$ cat src/design/fpu_pkg.sv
`default_nettype none

package fpu_pkg;

  // ################################################
  // Basic widths
  // ################################################

  typedef logic [31:0] word_t;     // IEEE single or integer result
  typedef logic [31:0] instr_t;    // Raw RV32 instruction word
  typedef logic [4:0]  reg_idx_t;  // f or x register index
  typedef logic [4:0]  flags_t;    // {NV, DZ, OF, UF, NX}

  // Invalid operation, the only flag this unit raises
  localparam int FLAG_NV = 4;

  // ################################################
  // Operations
  // ################################################

  typedef enum logic [3:0] {
    OP_NONE,     // Unrecognized encoding
    OP_FSGNJ,
    OP_FSGNJN,
    OP_FSGNJX,
    OP_FMIN,
    OP_FMAX,
    OP_FEQ,
    OP_FLT,
    OP_FLE,
    OP_FCLASS,
    OP_FMV_X_W,  // f -> x, bit copy
    OP_FMV_W_X   // x -> f, bit copy
  } fpu_op_e;

  // ################################################
  // Pipeline stage registers
  // ################################################

  // Decode -> execute
  typedef struct packed {
    logic     valid;
    logic     illegal;    // Encoding not matched
    fpu_op_e  op;
    reg_idx_t rd;
    word_t    operand_a;  // rs1 data, or int_src for FMV.W.X
    word_t    operand_b;  // rs2 data
    logic     int_dest;   // Result goes to x register
  } dec_stage_t;

  // Execute -> result
  typedef struct packed {
    logic     valid;
    logic     illegal;
    reg_idx_t rd;
    logic     int_dest;
    word_t    value;      // Final result word
    flags_t   flags;      // Exceptions of this instruction only
  } exe_stage_t;

endpackage

`default_nettype wire
$ cat src/design/fpu_top.sv
`default_nettype none

module fpu_top #(
  parameter int NUM_REGS = 32
) (
  input  logic             CLK,
  input  logic             nRST,
  input  logic             instr_valid,
  input  fpu_pkg::instr_t   instr,
  input  fpu_pkg::word_t    int_src,
  input  logic             flags_clear,
  output logic             int_valid,
  output fpu_pkg::word_t    int_result,
  output fpu_pkg::reg_idx_t int_rd,
  output logic             illegal,
  output fpu_pkg::flags_t   fflags
);

  import fpu_pkg::*;

  // Register file hookup
  reg_idx_t   rf_rs1;
  reg_idx_t   rf_rs2;
  word_t      rf_rs1_data;
  word_t      rf_rs2_data;
  logic       rf_wen;
  reg_idx_t   rf_waddr;
  word_t      rf_wdata;

  // Stage registers
  dec_stage_t dec;
  exe_stage_t exe;

  // ################################################
  // Three-stage pipeline
  // ################################################

  fpu_decode u_decode (
    .CLK         (CLK),
    .nRST        (nRST),
    .instr_valid (instr_valid),
    .instr       (instr),
    .int_src     (int_src),
    .rs1         (rf_rs1),
    .rs2         (rf_rs2),
    .rs1_data    (rf_rs1_data),
    .rs2_data    (rf_rs2_data),
    .dec         (dec)
  );

  fpu_execute u_execute (
    .CLK  (CLK),
    .nRST (nRST),
    .dec  (dec),
    .exe  (exe)
  );

  fpu_result u_result (
    .CLK         (CLK),
    .nRST        (nRST),
    .exe         (exe),
    .flags_clear (flags_clear),
    .wen         (rf_wen),
    .waddr       (rf_waddr),
    .wdata       (rf_wdata),
    .int_valid   (int_valid),
    .int_result  (int_result),
    .int_rd      (int_rd),
    .illegal     (illegal),
    .fflags      (fflags)
  );

  // Read in decode, written back from result
  f_register_file #(
    .NUM_REGS (NUM_REGS)
  ) u_frf (
    .CLK      (CLK),
    .nRST     (nRST),
    .rs1      (rf_rs1),
    .rs2      (rf_rs2),
    .rs1_data (rf_rs1_data),
    .rs2_data (rf_rs2_data),
    .wen      (rf_wen),
    .waddr    (rf_waddr),
    .wdata    (rf_wdata)
  );

endmodule

`default_nettype wire

$ cat src/design/fpu_result.sv
`default_nettype none

module fpu_result (
  input  logic               CLK,
  input  logic               nRST,
  input  fpu_pkg::exe_stage_t exe,
  input  logic               flags_clear,  // Zeroes fflags
  // Register file write
  output logic               wen,
  output fpu_pkg::reg_idx_t   waddr,
  output fpu_pkg::word_t      wdata,
  // Integer result port
  output logic               int_valid,
  output fpu_pkg::word_t      int_result,
  output fpu_pkg::reg_idx_t   int_rd,
  output logic               illegal,
  output fpu_pkg::flags_t     fflags
);

  logic legal;
  logic to_int;

  assign legal  = exe.valid & ~exe.illegal;
  assign to_int = legal & exe.int_dest;

  // f-register writeback, lands at the next edge
  assign wen   = legal & ~exe.int_dest;
  assign waddr = exe.rd;
  assign wdata = exe.value;

  // ################################################
  // Strobes and sticky flags
  // ################################################

  always_ff @(posedge CLK, negedge nRST) begin
    if (!nRST) begin
      int_valid <= 1'b0;
      illegal   <= 1'b0;
      fflags    <= '0;
    end else begin
      int_valid <= to_int;                  // One-cycle pulse
      illegal   <= exe.valid & exe.illegal;
      // Clear drops the old value, new flags still accrue
      fflags    <= (flags_clear ? '0 : fflags) | (legal ? exe.flags : '0);
    end
  end

  // Integer payload, qualified by int_valid
  always_ff @(posedge CLK) begin
    if (to_int) begin
      int_result <= exe.value;
      int_rd     <= exe.rd;
    end
  end

endmodule

`default_nettype wire

$ cat src/design/fpu_execute.sv
`default_nettype none

module fpu_execute (
  input  logic               CLK,
  input  logic               nRST,
  input  fpu_pkg::dec_stage_t dec,
  output fpu_pkg::exe_stage_t exe
);

  import fpu_pkg::*;

  localparam word_t CANON_NAN = 32'h7FC0_0000;

  // ################################################
  // Classification
  // ################################################

  // One-hot FCLASS mask, bit order per the F spec
  function automatic logic [9:0] fclass(word_t x);
    logic       sgn;
    logic       exp_max;
    logic       exp_zero;
    logic       man_zero;
    logic [9:0] cls;
    sgn      = x[31];
    exp_max  = (x[30:23] == 8'hFF);
    exp_zero = (x[30:23] == 8'h00);
    man_zero = (x[22:0] == '0);
    cls      = '0;
    if (exp_max) begin
      if (man_zero) begin
        cls[sgn ? 0 : 7] = 1'b1;  // Infinity
      end else if (x[22]) begin
        cls[9] = 1'b1;            // Quiet NaN
      end else begin
        cls[8] = 1'b1;            // Signaling NaN
      end
    end else if (exp_zero) begin
      if (man_zero) begin
        cls[sgn ? 3 : 4] = 1'b1;  // Zero
      end else begin
        cls[sgn ? 2 : 5] = 1'b1;  // Subnormal
      end
    end else begin
      cls[sgn ? 1 : 6] = 1'b1;    // Normal
    end
    return cls;
  endfunction

  word_t      a;
  word_t      b;
  logic [9:0] cls_a;
  logic [9:0] cls_b;
  logic       a_nan;
  logic       b_nan;
  logic       any_nan;
  logic       any_snan;
  logic       both_zero;
  logic       lt;         // a < b, zeros equal
  logic       eq;
  logic       lt_mm;      // a < b with -0 < +0
  word_t      min_val;
  word_t      max_val;
  exe_stage_t exe_next;

  assign a     = dec.operand_a;
  assign b     = dec.operand_b;
  assign cls_a = fclass(a);
  assign cls_b = fclass(b);

  assign a_nan     = cls_a[8] | cls_a[9];
  assign b_nan     = cls_b[8] | cls_b[9];
  assign any_nan   = a_nan | b_nan;
  assign any_snan  = cls_a[8] | cls_b[8];
  assign both_zero = (cls_a[3] | cls_a[4]) & (cls_b[3] | cls_b[4]);

  // ################################################
  // Ordering, NaNs excluded later
  // ################################################

  always_comb begin
    if (a[31] != b[31]) begin
      lt = a[31] & ~both_zero;      // Negative below positive
    end else if (a[31]) begin
      lt = (b[30:0] < a[30:0]);     // Both negative, larger magnitude is smaller
    end else begin
      lt = (a[30:0] < b[30:0]);
    end
  end

  assign eq    = (a == b) | both_zero;
  assign lt_mm = lt | (both_zero & a[31] & ~b[31]);

  // min/max NaN handling
  always_comb begin
    if (a_nan && b_nan) begin
      min_val = CANON_NAN;
      max_val = CANON_NAN;
    end else if (a_nan) begin
      min_val = b;  // Other operand wins
      max_val = b;
    end else if (b_nan) begin
      min_val = a;
      max_val = a;
    end else begin
      min_val = lt_mm ? a : b;
      max_val = lt_mm ? b : a;
    end
  end

  // ################################################
  // Result select
  // ################################################

  always_comb begin
    exe_next          = '0;
    exe_next.valid    = dec.valid;
    exe_next.illegal  = dec.illegal;
    exe_next.rd       = dec.rd;
    exe_next.int_dest = dec.int_dest;
    case (dec.op)
      OP_FSGNJ:   exe_next.value = {b[31], a[30:0]};
      OP_FSGNJN:  exe_next.value = {~b[31], a[30:0]};
      OP_FSGNJX:  exe_next.value = {a[31] ^ b[31], a[30:0]};
      OP_FMIN: begin
        exe_next.value          = min_val;
        exe_next.flags[FLAG_NV] = any_snan;
      end
      OP_FMAX: begin
        exe_next.value          = max_val;
        exe_next.flags[FLAG_NV] = any_snan;
      end
      OP_FEQ: begin
        exe_next.value          = {31'b0, eq & ~any_nan};
        exe_next.flags[FLAG_NV] = any_snan;  // Quiet compare
      end
      OP_FLT: begin
        exe_next.value          = {31'b0, lt & ~any_nan};
        exe_next.flags[FLAG_NV] = any_nan;   // Signaling compare
      end
      OP_FLE: begin
        exe_next.value          = {31'b0, (lt | eq) & ~any_nan};
        exe_next.flags[FLAG_NV] = any_nan;
      end
      OP_FCLASS:  exe_next.value = {22'b0, cls_a};
      OP_FMV_X_W: exe_next.value = a;  // Raw bit move
      OP_FMV_W_X: exe_next.value = a;  // int_src already muxed in
      default:    exe_next.value = '0;
    endcase
    if (!dec.valid) begin
      exe_next.flags = '0;  // Bubbles raise nothing
    end
  end

  // Execute stage register
  always_ff @(posedge CLK, negedge nRST) begin
    if (!nRST) begin
      exe <= '0;
    end else begin
      exe <= exe_next;
    end
  end

endmodule

`default_nettype wire

$ cat src/design/fpu_decode.sv
`default_nettype none

module fpu_decode (
  input  logic               CLK,
  input  logic               nRST,
  input  logic               instr_valid,  // Single-cycle issue strobe
  input  fpu_pkg::instr_t     instr,
  input  fpu_pkg::word_t      int_src,      // x[rs1] for FMV.W.X
  // Register file read
  output fpu_pkg::reg_idx_t   rs1,
  output fpu_pkg::reg_idx_t   rs2,
  input  fpu_pkg::word_t      rs1_data,
  input  fpu_pkg::word_t      rs2_data,
  output fpu_pkg::dec_stage_t dec
);

  import fpu_pkg::*;

  localparam logic [6:0] OPC_OP_FP = 7'b1010011;

  // funct7 groups within OP-FP, single precision (fmt = 00)
  localparam logic [6:0] F7_SGNJ   = 7'b0010000;
  localparam logic [6:0] F7_MINMAX = 7'b0010100;
  localparam logic [6:0] F7_CMP    = 7'b1010000;
  localparam logic [6:0] F7_MV_X_W = 7'b1110000;  // Shared with FCLASS
  localparam logic [6:0] F7_MV_W_X = 7'b1111000;

  logic [6:0] opcode;
  logic [2:0] funct3;
  logic [6:0] funct7;
  logic       rs2_zero;
  fpu_op_e    op;
  logic       int_dest;
  dec_stage_t dec_next;

  // Field split
  assign opcode   = instr[6:0];
  assign funct3   = instr[14:12];
  assign funct7   = instr[31:25];
  assign rs1      = instr[19:15];
  assign rs2      = instr[24:20];
  assign rs2_zero = (rs2 == '0);  // Required by unary ops

  // ################################################
  // Encoding match
  // ################################################

  always_comb begin
    op = OP_NONE;
    if (opcode == OPC_OP_FP) begin
      case (funct7)
        F7_SGNJ: begin
          case (funct3)
            3'b000:  op = OP_FSGNJ;
            3'b001:  op = OP_FSGNJN;
            3'b010:  op = OP_FSGNJX;
            default: op = OP_NONE;
          endcase
        end
        F7_MINMAX: begin
          if (funct3 == 3'b000) begin
            op = OP_FMIN;
          end else if (funct3 == 3'b001) begin
            op = OP_FMAX;
          end
        end
        F7_CMP: begin
          case (funct3)
            3'b010:  op = OP_FEQ;
            3'b001:  op = OP_FLT;
            3'b000:  op = OP_FLE;
            default: op = OP_NONE;
          endcase
        end
        F7_MV_X_W: begin
          if (rs2_zero && funct3 == 3'b000) begin
            op = OP_FMV_X_W;
          end else if (rs2_zero && funct3 == 3'b001) begin
            op = OP_FCLASS;
          end
        end
        F7_MV_W_X: begin
          if (rs2_zero && funct3 == 3'b000) begin
            op = OP_FMV_W_X;
          end
        end
        default: op = OP_NONE;
      endcase
    end
  end

  // Ops whose result lands in x[rd]
  assign int_dest = (op == OP_FEQ) || (op == OP_FLT) || (op == OP_FLE) ||
                    (op == OP_FCLASS) || (op == OP_FMV_X_W);

  always_comb begin
    dec_next           = '0;
    dec_next.valid     = instr_valid;
    dec_next.illegal   = instr_valid && (op == OP_NONE);
    dec_next.op        = op;
    dec_next.rd        = instr[11:7];
    dec_next.operand_a = (op == OP_FMV_W_X) ? int_src : rs1_data;  // Integer source bypass
    dec_next.operand_b = rs2_data;
    dec_next.int_dest  = int_dest;
  end

  // Decode stage register, loads at issue edge
  always_ff @(posedge CLK, negedge nRST) begin
    if (!nRST) begin
      dec <= '0;
    end else begin
      dec <= dec_next;
    end
  end

endmodule

`default_nettype wire

$ cat src/design/f_register_file.sv
`default_nettype none

module f_register_file #(
  parameter int NUM_REGS = 32
) (
  input  logic             CLK,
  input  logic             nRST,
  // Read ports, combinational
  input  fpu_pkg::reg_idx_t rs1,
  input  fpu_pkg::reg_idx_t rs2,
  output fpu_pkg::word_t    rs1_data,
  output fpu_pkg::word_t    rs2_data,
  // Write port, clocked
  input  logic             wen,
  input  fpu_pkg::reg_idx_t waddr,
  input  fpu_pkg::word_t    wdata
);

  import fpu_pkg::*;

  word_t registers [NUM_REGS];  // f0 .. f(N-1)

  // ################################################
  // Write side
  // ################################################

  // f0 is an ordinary register here, no hardwired zero
  always_ff @(posedge CLK, negedge nRST) begin
    if (!nRST) begin
      registers <= '{default: '0};  // Whole file cleared
    end else if (wen && (int'(waddr) < NUM_REGS)) begin
      registers[waddr] <= wdata;
    end
  end

  // ################################################
  // Read side
  // ################################################

  // Out-of-range index reads as zero
  always_comb begin
    rs1_data = '0;
    rs2_data = '0;
    if (int'(rs1) < NUM_REGS) begin
      rs1_data = registers[rs1];
    end
    if (int'(rs2) < NUM_REGS) begin
      rs2_data = registers[rs2];
    end
  end

endmodule

`default_nettype wire

$ cat config.mk
export PLATFORM = sky130hd
export DESIGN_NAME = fpu_top
export DESIGN_NICKNAME = d
export VERILOG_FILES = /design/src/design/fpu_pkg.sv /design/src/design/fpu_top.sv /design/src/design/fpu_result.sv /design/src/design/fpu_execute.sv /design/src/design/fpu_decode.sv /design/src/design/f_register_file.sv
export SDC_FILE = /design/constraint.sdc
export NUM_CORES = 2
export LEC_CHECK = 0
export BUFFER_PORTS_ARGS = -buffer_cell sky130_fd_sc_hd__buf_4
export CAP_MARGIN = 20
export CORE_UTILIZATION = 64
export CTS_CLUSTER_DIAMETER = 40
export DETAILED_ROUTE_END_ITERATION = 8
export PLACE_DENSITY = 0.81
export SYNTH_ARGS = -nofsm -noshare
export SYNTH_HDL_FRONTEND = slang
export SYNTH_HIERARCHICAL = 1
export SYNTH_SLANG_ARGS = --single-unit
$ cat constraint.sdc
create_clock -name CLK -period 4 [get_ports CLK]
set_clock_uncertainty 0.2 [all_clocks]
set_input_delay 0.2 -clock CLK [delete_from_list [all_inputs] [get_ports CLK]]
set_output_delay 0.2 -clock CLK [all_outputs]
set_load 0.05 [all_outputs]
======== Word-level counts from Yosys, hierarchy flattened ========
Index checks and enable logic that the tools add are counted.
word-level totals
  flip-flop bits (word level) ............. 1,189
  bits in latches ......................... 0
  RAM bits ................................ 0
  bits in read-only memories .............. 0
  bits of input ports ..................... 68
  output and inout port bits .............. 44
  memories kept ........................... 0
cells by class
  add/subtract/negate cells ............... 0
  $mul .................................... 0
  divide/modulo/power cells ............... 0
  order comparisons ....................... 22
  eq/ne operators ......................... 29
  shift-type cells ........................ 0
  mux-type cells .......................... 72
  bitwise logic cells ..................... 30
  reductions and logical operators ........ 27
operators with widths
  operator             count
  $bwmux 1024          1
  $mux 32              14
  $bmux 32 s5          2
  $pmux 32 s10         1
  $ge 32x1->1 const B  8
  $lt 32x6->1 const B  8
  $demux 32 s5         1
  $lt 31x31->1         2
  $mux 10              6
  $logic_not 23->1     2
  $demux 1 s4          8
  $eq 32x32->1         1
  $eq 4x4->1 const B   8
  $eq 7x7->1 const B   4
  $mux 3               9
  $eq 4x3->1 const B   6
  $mux 4               5
  $pmux 4 s5           1
  $ge 6x6->1 const B   3
  $not 5->6            3
  $eq 8x8->1 const B   2
  $logic_not 8->1      2
  $mux 8               2
  $mux 5               3
  24 further kinds     78

======== Logic depth before layout (Yosys ltp) ========
  word-level depth ........................ 19
  gate-level depth with buffers ........... 12
  mapped depth without buffers ............ 10

======== Cells and area by module ========
Netlist, hierarchy kept.
by module, submodules not included
  module           instances  cells each  area each (um^2)
  f_register_file  1          4,605       56,245.2
  fpu_execute      1          353         3,133.0
  fpu_decode       1          167         2,817.7
  fpu_result       1          91          1,647.8

======== Worst setup path after synthesis ========
No wires, ideal clock.
  path kind ............................... register to register
  start point ............................. reg u_decode/dec[30] (netlist name)
  end point ............................... reg u_execute/exe[12] (netlist name)
  arrival time ............................ 2,980 ps
  required time ........................... 3,734 ps
  slack ................................... 754 ps
  stages on the path, launching flop included .. 12
  buffers on the path ..................... 2
  clock period less this slack ............ 3,246 ps
  cell sequence ........................... dfrtp_1 -> inv_1 -> ha_1 -> nand4_1 -> or4_1 -> a2111oi_1 -> or3_1 -> buf_2 -> nor4_2 -> o31ai_2 -> buf_2 -> a221o_1

==> metrics.yaml <==
synthesis:
  post_synth_most_frequent_cells: "1148 x dfrtp_1, 1026 x mux2i_1, 990 x mux2_2"
  avgSynthCellArea_sq_um: 12.2
  ys_seq_area_frac: 0.467
  synth_edf_count: 37
  synth_cells: 5216
  muxShareOfSynthArea: 0.349
  synthAdderAreaFrac: 0.00647
  synth_top_family_by_area: "multiplexers"
  synth_xor_area_frac: 0.000412
  synth-compound-area-share: 0.0764
  synthDominantCellAreaShare: 0.450
  synth.area.top_cells: "dfrtp_1 45%, mux2_2 17%, mux2i_1 16%"
  async_flop_share: 0.969
  yosysWarningCount: 6
  ys_ff_latch: 1185
  synth_most_common_cell: "dfrtp_1"
  ys_types: 78
  syn-cell-area_sq_um: 63800
  synth_ff_type: "dfrtp_1"
  synth-simple-area-share: 0.0519
  yosysTopAreaCell: "dfrtp_1"
pwr:
  pwr-share-clk: 0.490
  p_sw_mw: 7.23
  max-vdd-ir-drop_mv: 0.421
  combPwrFrac: 0.089
  pwr-share-seq: 0.421
  p_per_area_nw_per_um2: 402
  p_leak_nw: 35.8
  p_int_mw: 21.8
  switching_share: 0.249
timing:
  setup_tns_ns: 0
  slew_headroom: 0.180
  fin_crit_sh: 0.940
  finalSetupViolCount: 0
  fin_crit_ns: 3.76
  worst_slew_pin_slew_ns: 1.23
  whs_ns: 0.0723
  rsz0062_at_grt: "false"
  timing.final.max_slew_violations: 0
  clock.fmax_ghz: 0.266
  finalHoldViolations: 0
run_status:
  status: "completed"
global_routing:
  grt_use_met1: 0.514
  use_met2: 0.605
  grt_pass1_vias: 47800
  grtUsageMet3: 0.0994
  grt-ovfl-total: 0
  grt_pass1_wl_microns: 301000
  grt_util_all_layers: 0.395
  busiest_layer: "met2"
  grt_max_degree: 114
  antenna_found_initial: 8
finish:
  fin_nets: 5363
  drive_above_1_share: 0.313
  syn_to_final_growth_pct: 12.9
  multi_input_area_sq_um: 31100
  regArea_sq_um: 29800
  fillers: 6330
detailed_routing:
  viasPerCell: 7.07
  drt_iter0_markers: 5737
  dr.pass1.iters: 7
  dr_total_vias: 47200
  drt-total-wl_microns: 203000
  avgRoutedWirePerCell_microns: 30.4
  drtAntennaViolNets: 0
  drcViolationCount: 0
critical_path:
  crit_family: "compound AO/OA/AOI/OAI gates"
  path_buf_inv: 3
  r2r_end: "u_execute/exe[6]$_DFF_PN0_"
  endpoint_kind: "register"
  critPathMaxStageDelay_ns: 0.47
  path_cells: "inv_1, ha_1, nand4_1, nor4_1, a21o_1, a2111oi_1, buf_4, or3_1, buf_4, o21ai_2, a31oi_4, a221o_1"
  critical_path_class: "register to register"
  start_kind: "register"
  r2r_slack_ns: 0.24
  cp.required_ns: 4.43
  r2r_cells: 12
  cp_common_cell: "buf_4"
  arrival_ns: 4.19
  worst_r2r_startpoint: "u_decode/dec[23]$_DFF_PN0_"
  slowest_stage: "nor4_1"
  cp_max_fo: 11
  cp.depth: 12
floorplanning:
  pin_count: 112
  dieHeight_microns: 318
  start_util: 0.648
  die_width_microns: 318
  num_rows: 115
  die-area_sq_um: 101000
  core_sq_um: 98600
cts:
  post-cts-setup-buffers: 0
  clock_latency_ns: 0.77
  cts_made_buffers: 155
  cts_root_buf: "clkbuf_16"
  clk_pin_slew_worst_paths_ns: 0.06
  tritoncts: "yes"
  h-tree-depth: 4
  cts_sinks: 1185
  cts_buffer_depth: 3
hold_path:
  hp-class: "input port to register"
  whs_endpoint: "u_decode/dec[53]$_DFF_PN0_"
  hold_depth: 3
  worstHoldStart: "int_src[20]"
placed_design:
  dp_hpwl_microns: 121000
  io_buffers: 111
  gp_congestion: 0.944
flow_run:
  cap_violations: 0
==> routing by layer <==
| layer | part of all wire | routed length [microns] | up-vias |
|---|---|---|---|
| li1 | - | - | 19400 |
| met2 | 0.45 | 91900 | 2940 |
| met4 | 0.059 | 12000 | 8 |
| met1 | 0.39 | 78300 | 24100 |
| met3 | 0.10 | 20600 | 756 |
| met5 | 0.00024 | 49 | - |
==> registers in the layout (all words and copies together), names as in the netlist <==
register and count:
u_frf/registers 1024, u_decode/dec 76, u_result/illegal 1, u_result/fflags 5, u_result/int_result 32, u_result/int_rd 5
u_execute/exe 41, u_result/int_valid 1
==> what timing repair did <==
action	4_1_cts	5_1_grt
hold endpoints to repair	998	0
hold buffers	64	0
gates resized for setup	0	2
setup endpoints to repair	0	21
==> cell usage in the layout (no fill, tap or decap), types with 13 or more instances in the layout <==
cell and n:
nor4_1 16, clkbuf_16 162, buf_16 17, buf_4 258, clkbuf_8 16, buf_12 52
edfxtp_1 37, mux2_1 37, bufinv_16 16, a221o_1 15, mux2_2 990, a22oi_1 193
a21oi_1 215, a31oi_1 68, nand3_1 201, nand4_1 18, nor2_4 18, mux2i_1 1026
clkbuf_1 22, clkinv_2 29, dlygate4sd3_1 63, mux2_4 30, dfrtp_1 1148, ha_1 33
inv_1 42, nand2_2 19, nand2_1 221, nor3_1 78, clkinvlp_4 14, o21ai_0 13
nor2_1 30, a22o_1 145
==> worst register-to-register path, cell delays in order, from the launching register on <==
cell,delay [ns]
dfrtp_1,0.41
inv_1,0.10
ha_1,0.32
nand4_1,0.16
nor4_1,0.47
a21o_1,0.24
a2111oi_1,0.06
buf_4,0.14
or3_1,0.39
buf_4,0.19
o21ai_2,0.30
a31oi_4,0.27
a221o_1,0.37
==> final cells by class <==
type	count	share of cell area
timing repair buffer	393	0.0572
clock inverter	80	0.0129
tap	1287	0.0223
inverter	42	0.00219
multi-input combinational	3485	0.431
clock buffer	200	0.0604
sequential	1185	0.414
antenna	4	0.000139
==> power by group through the flow <==
stage               registers [mW]  logic (mW)  clock network [mW]
detailed placement            12.4        2.43                   0
global placement              12.4        2.41                   0
CTS                           12.2        2.49                14.3
floorplan                     12.4        1.37                   0
finish                        12.2        2.57                14.2
global route                  12.2        2.68                14.8
==> through the flow <==
| step | std cells | cell area, sq um | setup WS, ns | total power, mW | utilization |
|---|---|---|---|---|---|
| 2_1_floorplan | 5219 | 63900 | 0.754 | 13.8 | - |
| 5_1_grt | 6672 | 72100 | 0.101 | 29.7 | 0.731 |
| 3_5_place_dp | 6312 | 65700 | 0.180 | 14.9 | 0.667 |
| 6_report | 6676 | 72100 | 0.240 | 29.0 | 0.731 |
| 4_1_cts | 6656 | 71700 | 0.144 | 29.0 | 0.727 |
| 3_3_place_gp | 6306 | 65600 | 0.0660 | 14.8 | 0.665 |
==> worst max path at each step <==
stage	startpoint	endpoint	slack, ns
floorplan	u_decode/dec[30]$_DFF_PN0_	u_execute/exe[12]$_DFF_PN0_	0.75
global placement	u_decode/dec[25]$_DFF_PN0_	u_execute/exe[18]$_DFF_PN0_	0.07
detailed placement	u_decode/dec[23]$_DFF_PN0_	u_execute/exe[7]$_DFF_PN0_	0.18
CTS	u_decode/dec[23]$_DFF_PN0_	u_execute/exe[7]$_DFF_PN0_	0.14
global route	u_decode/dec[23]$_DFF_PN0_	u_execute/exe[15]$_DFF_PN0_	0.10
finish	u_decode/dec[23]$_DFF_PN0_	u_execute/exe[6]$_DFF_PN0_	0.24
==> logic make-up (layout without fill, tap and decap cells) <==
| family | after synthesis | count (layout) |
|---|---|---|
| buffers and inverters | 550 | 715 |
| DFF | 1185 | 1185 |
| AOI/OAI and AO/OA | 700 | 701 |
| adders and majority gates | 33 | 33 |
| xor gates and xnor gates | 3 | 3 |
| and+or+nand+nor | 661 | 661 |
| muxes | 2083 | 2083 |
| other | 1 | 8 |
Power figures use the tool's default switching activity.
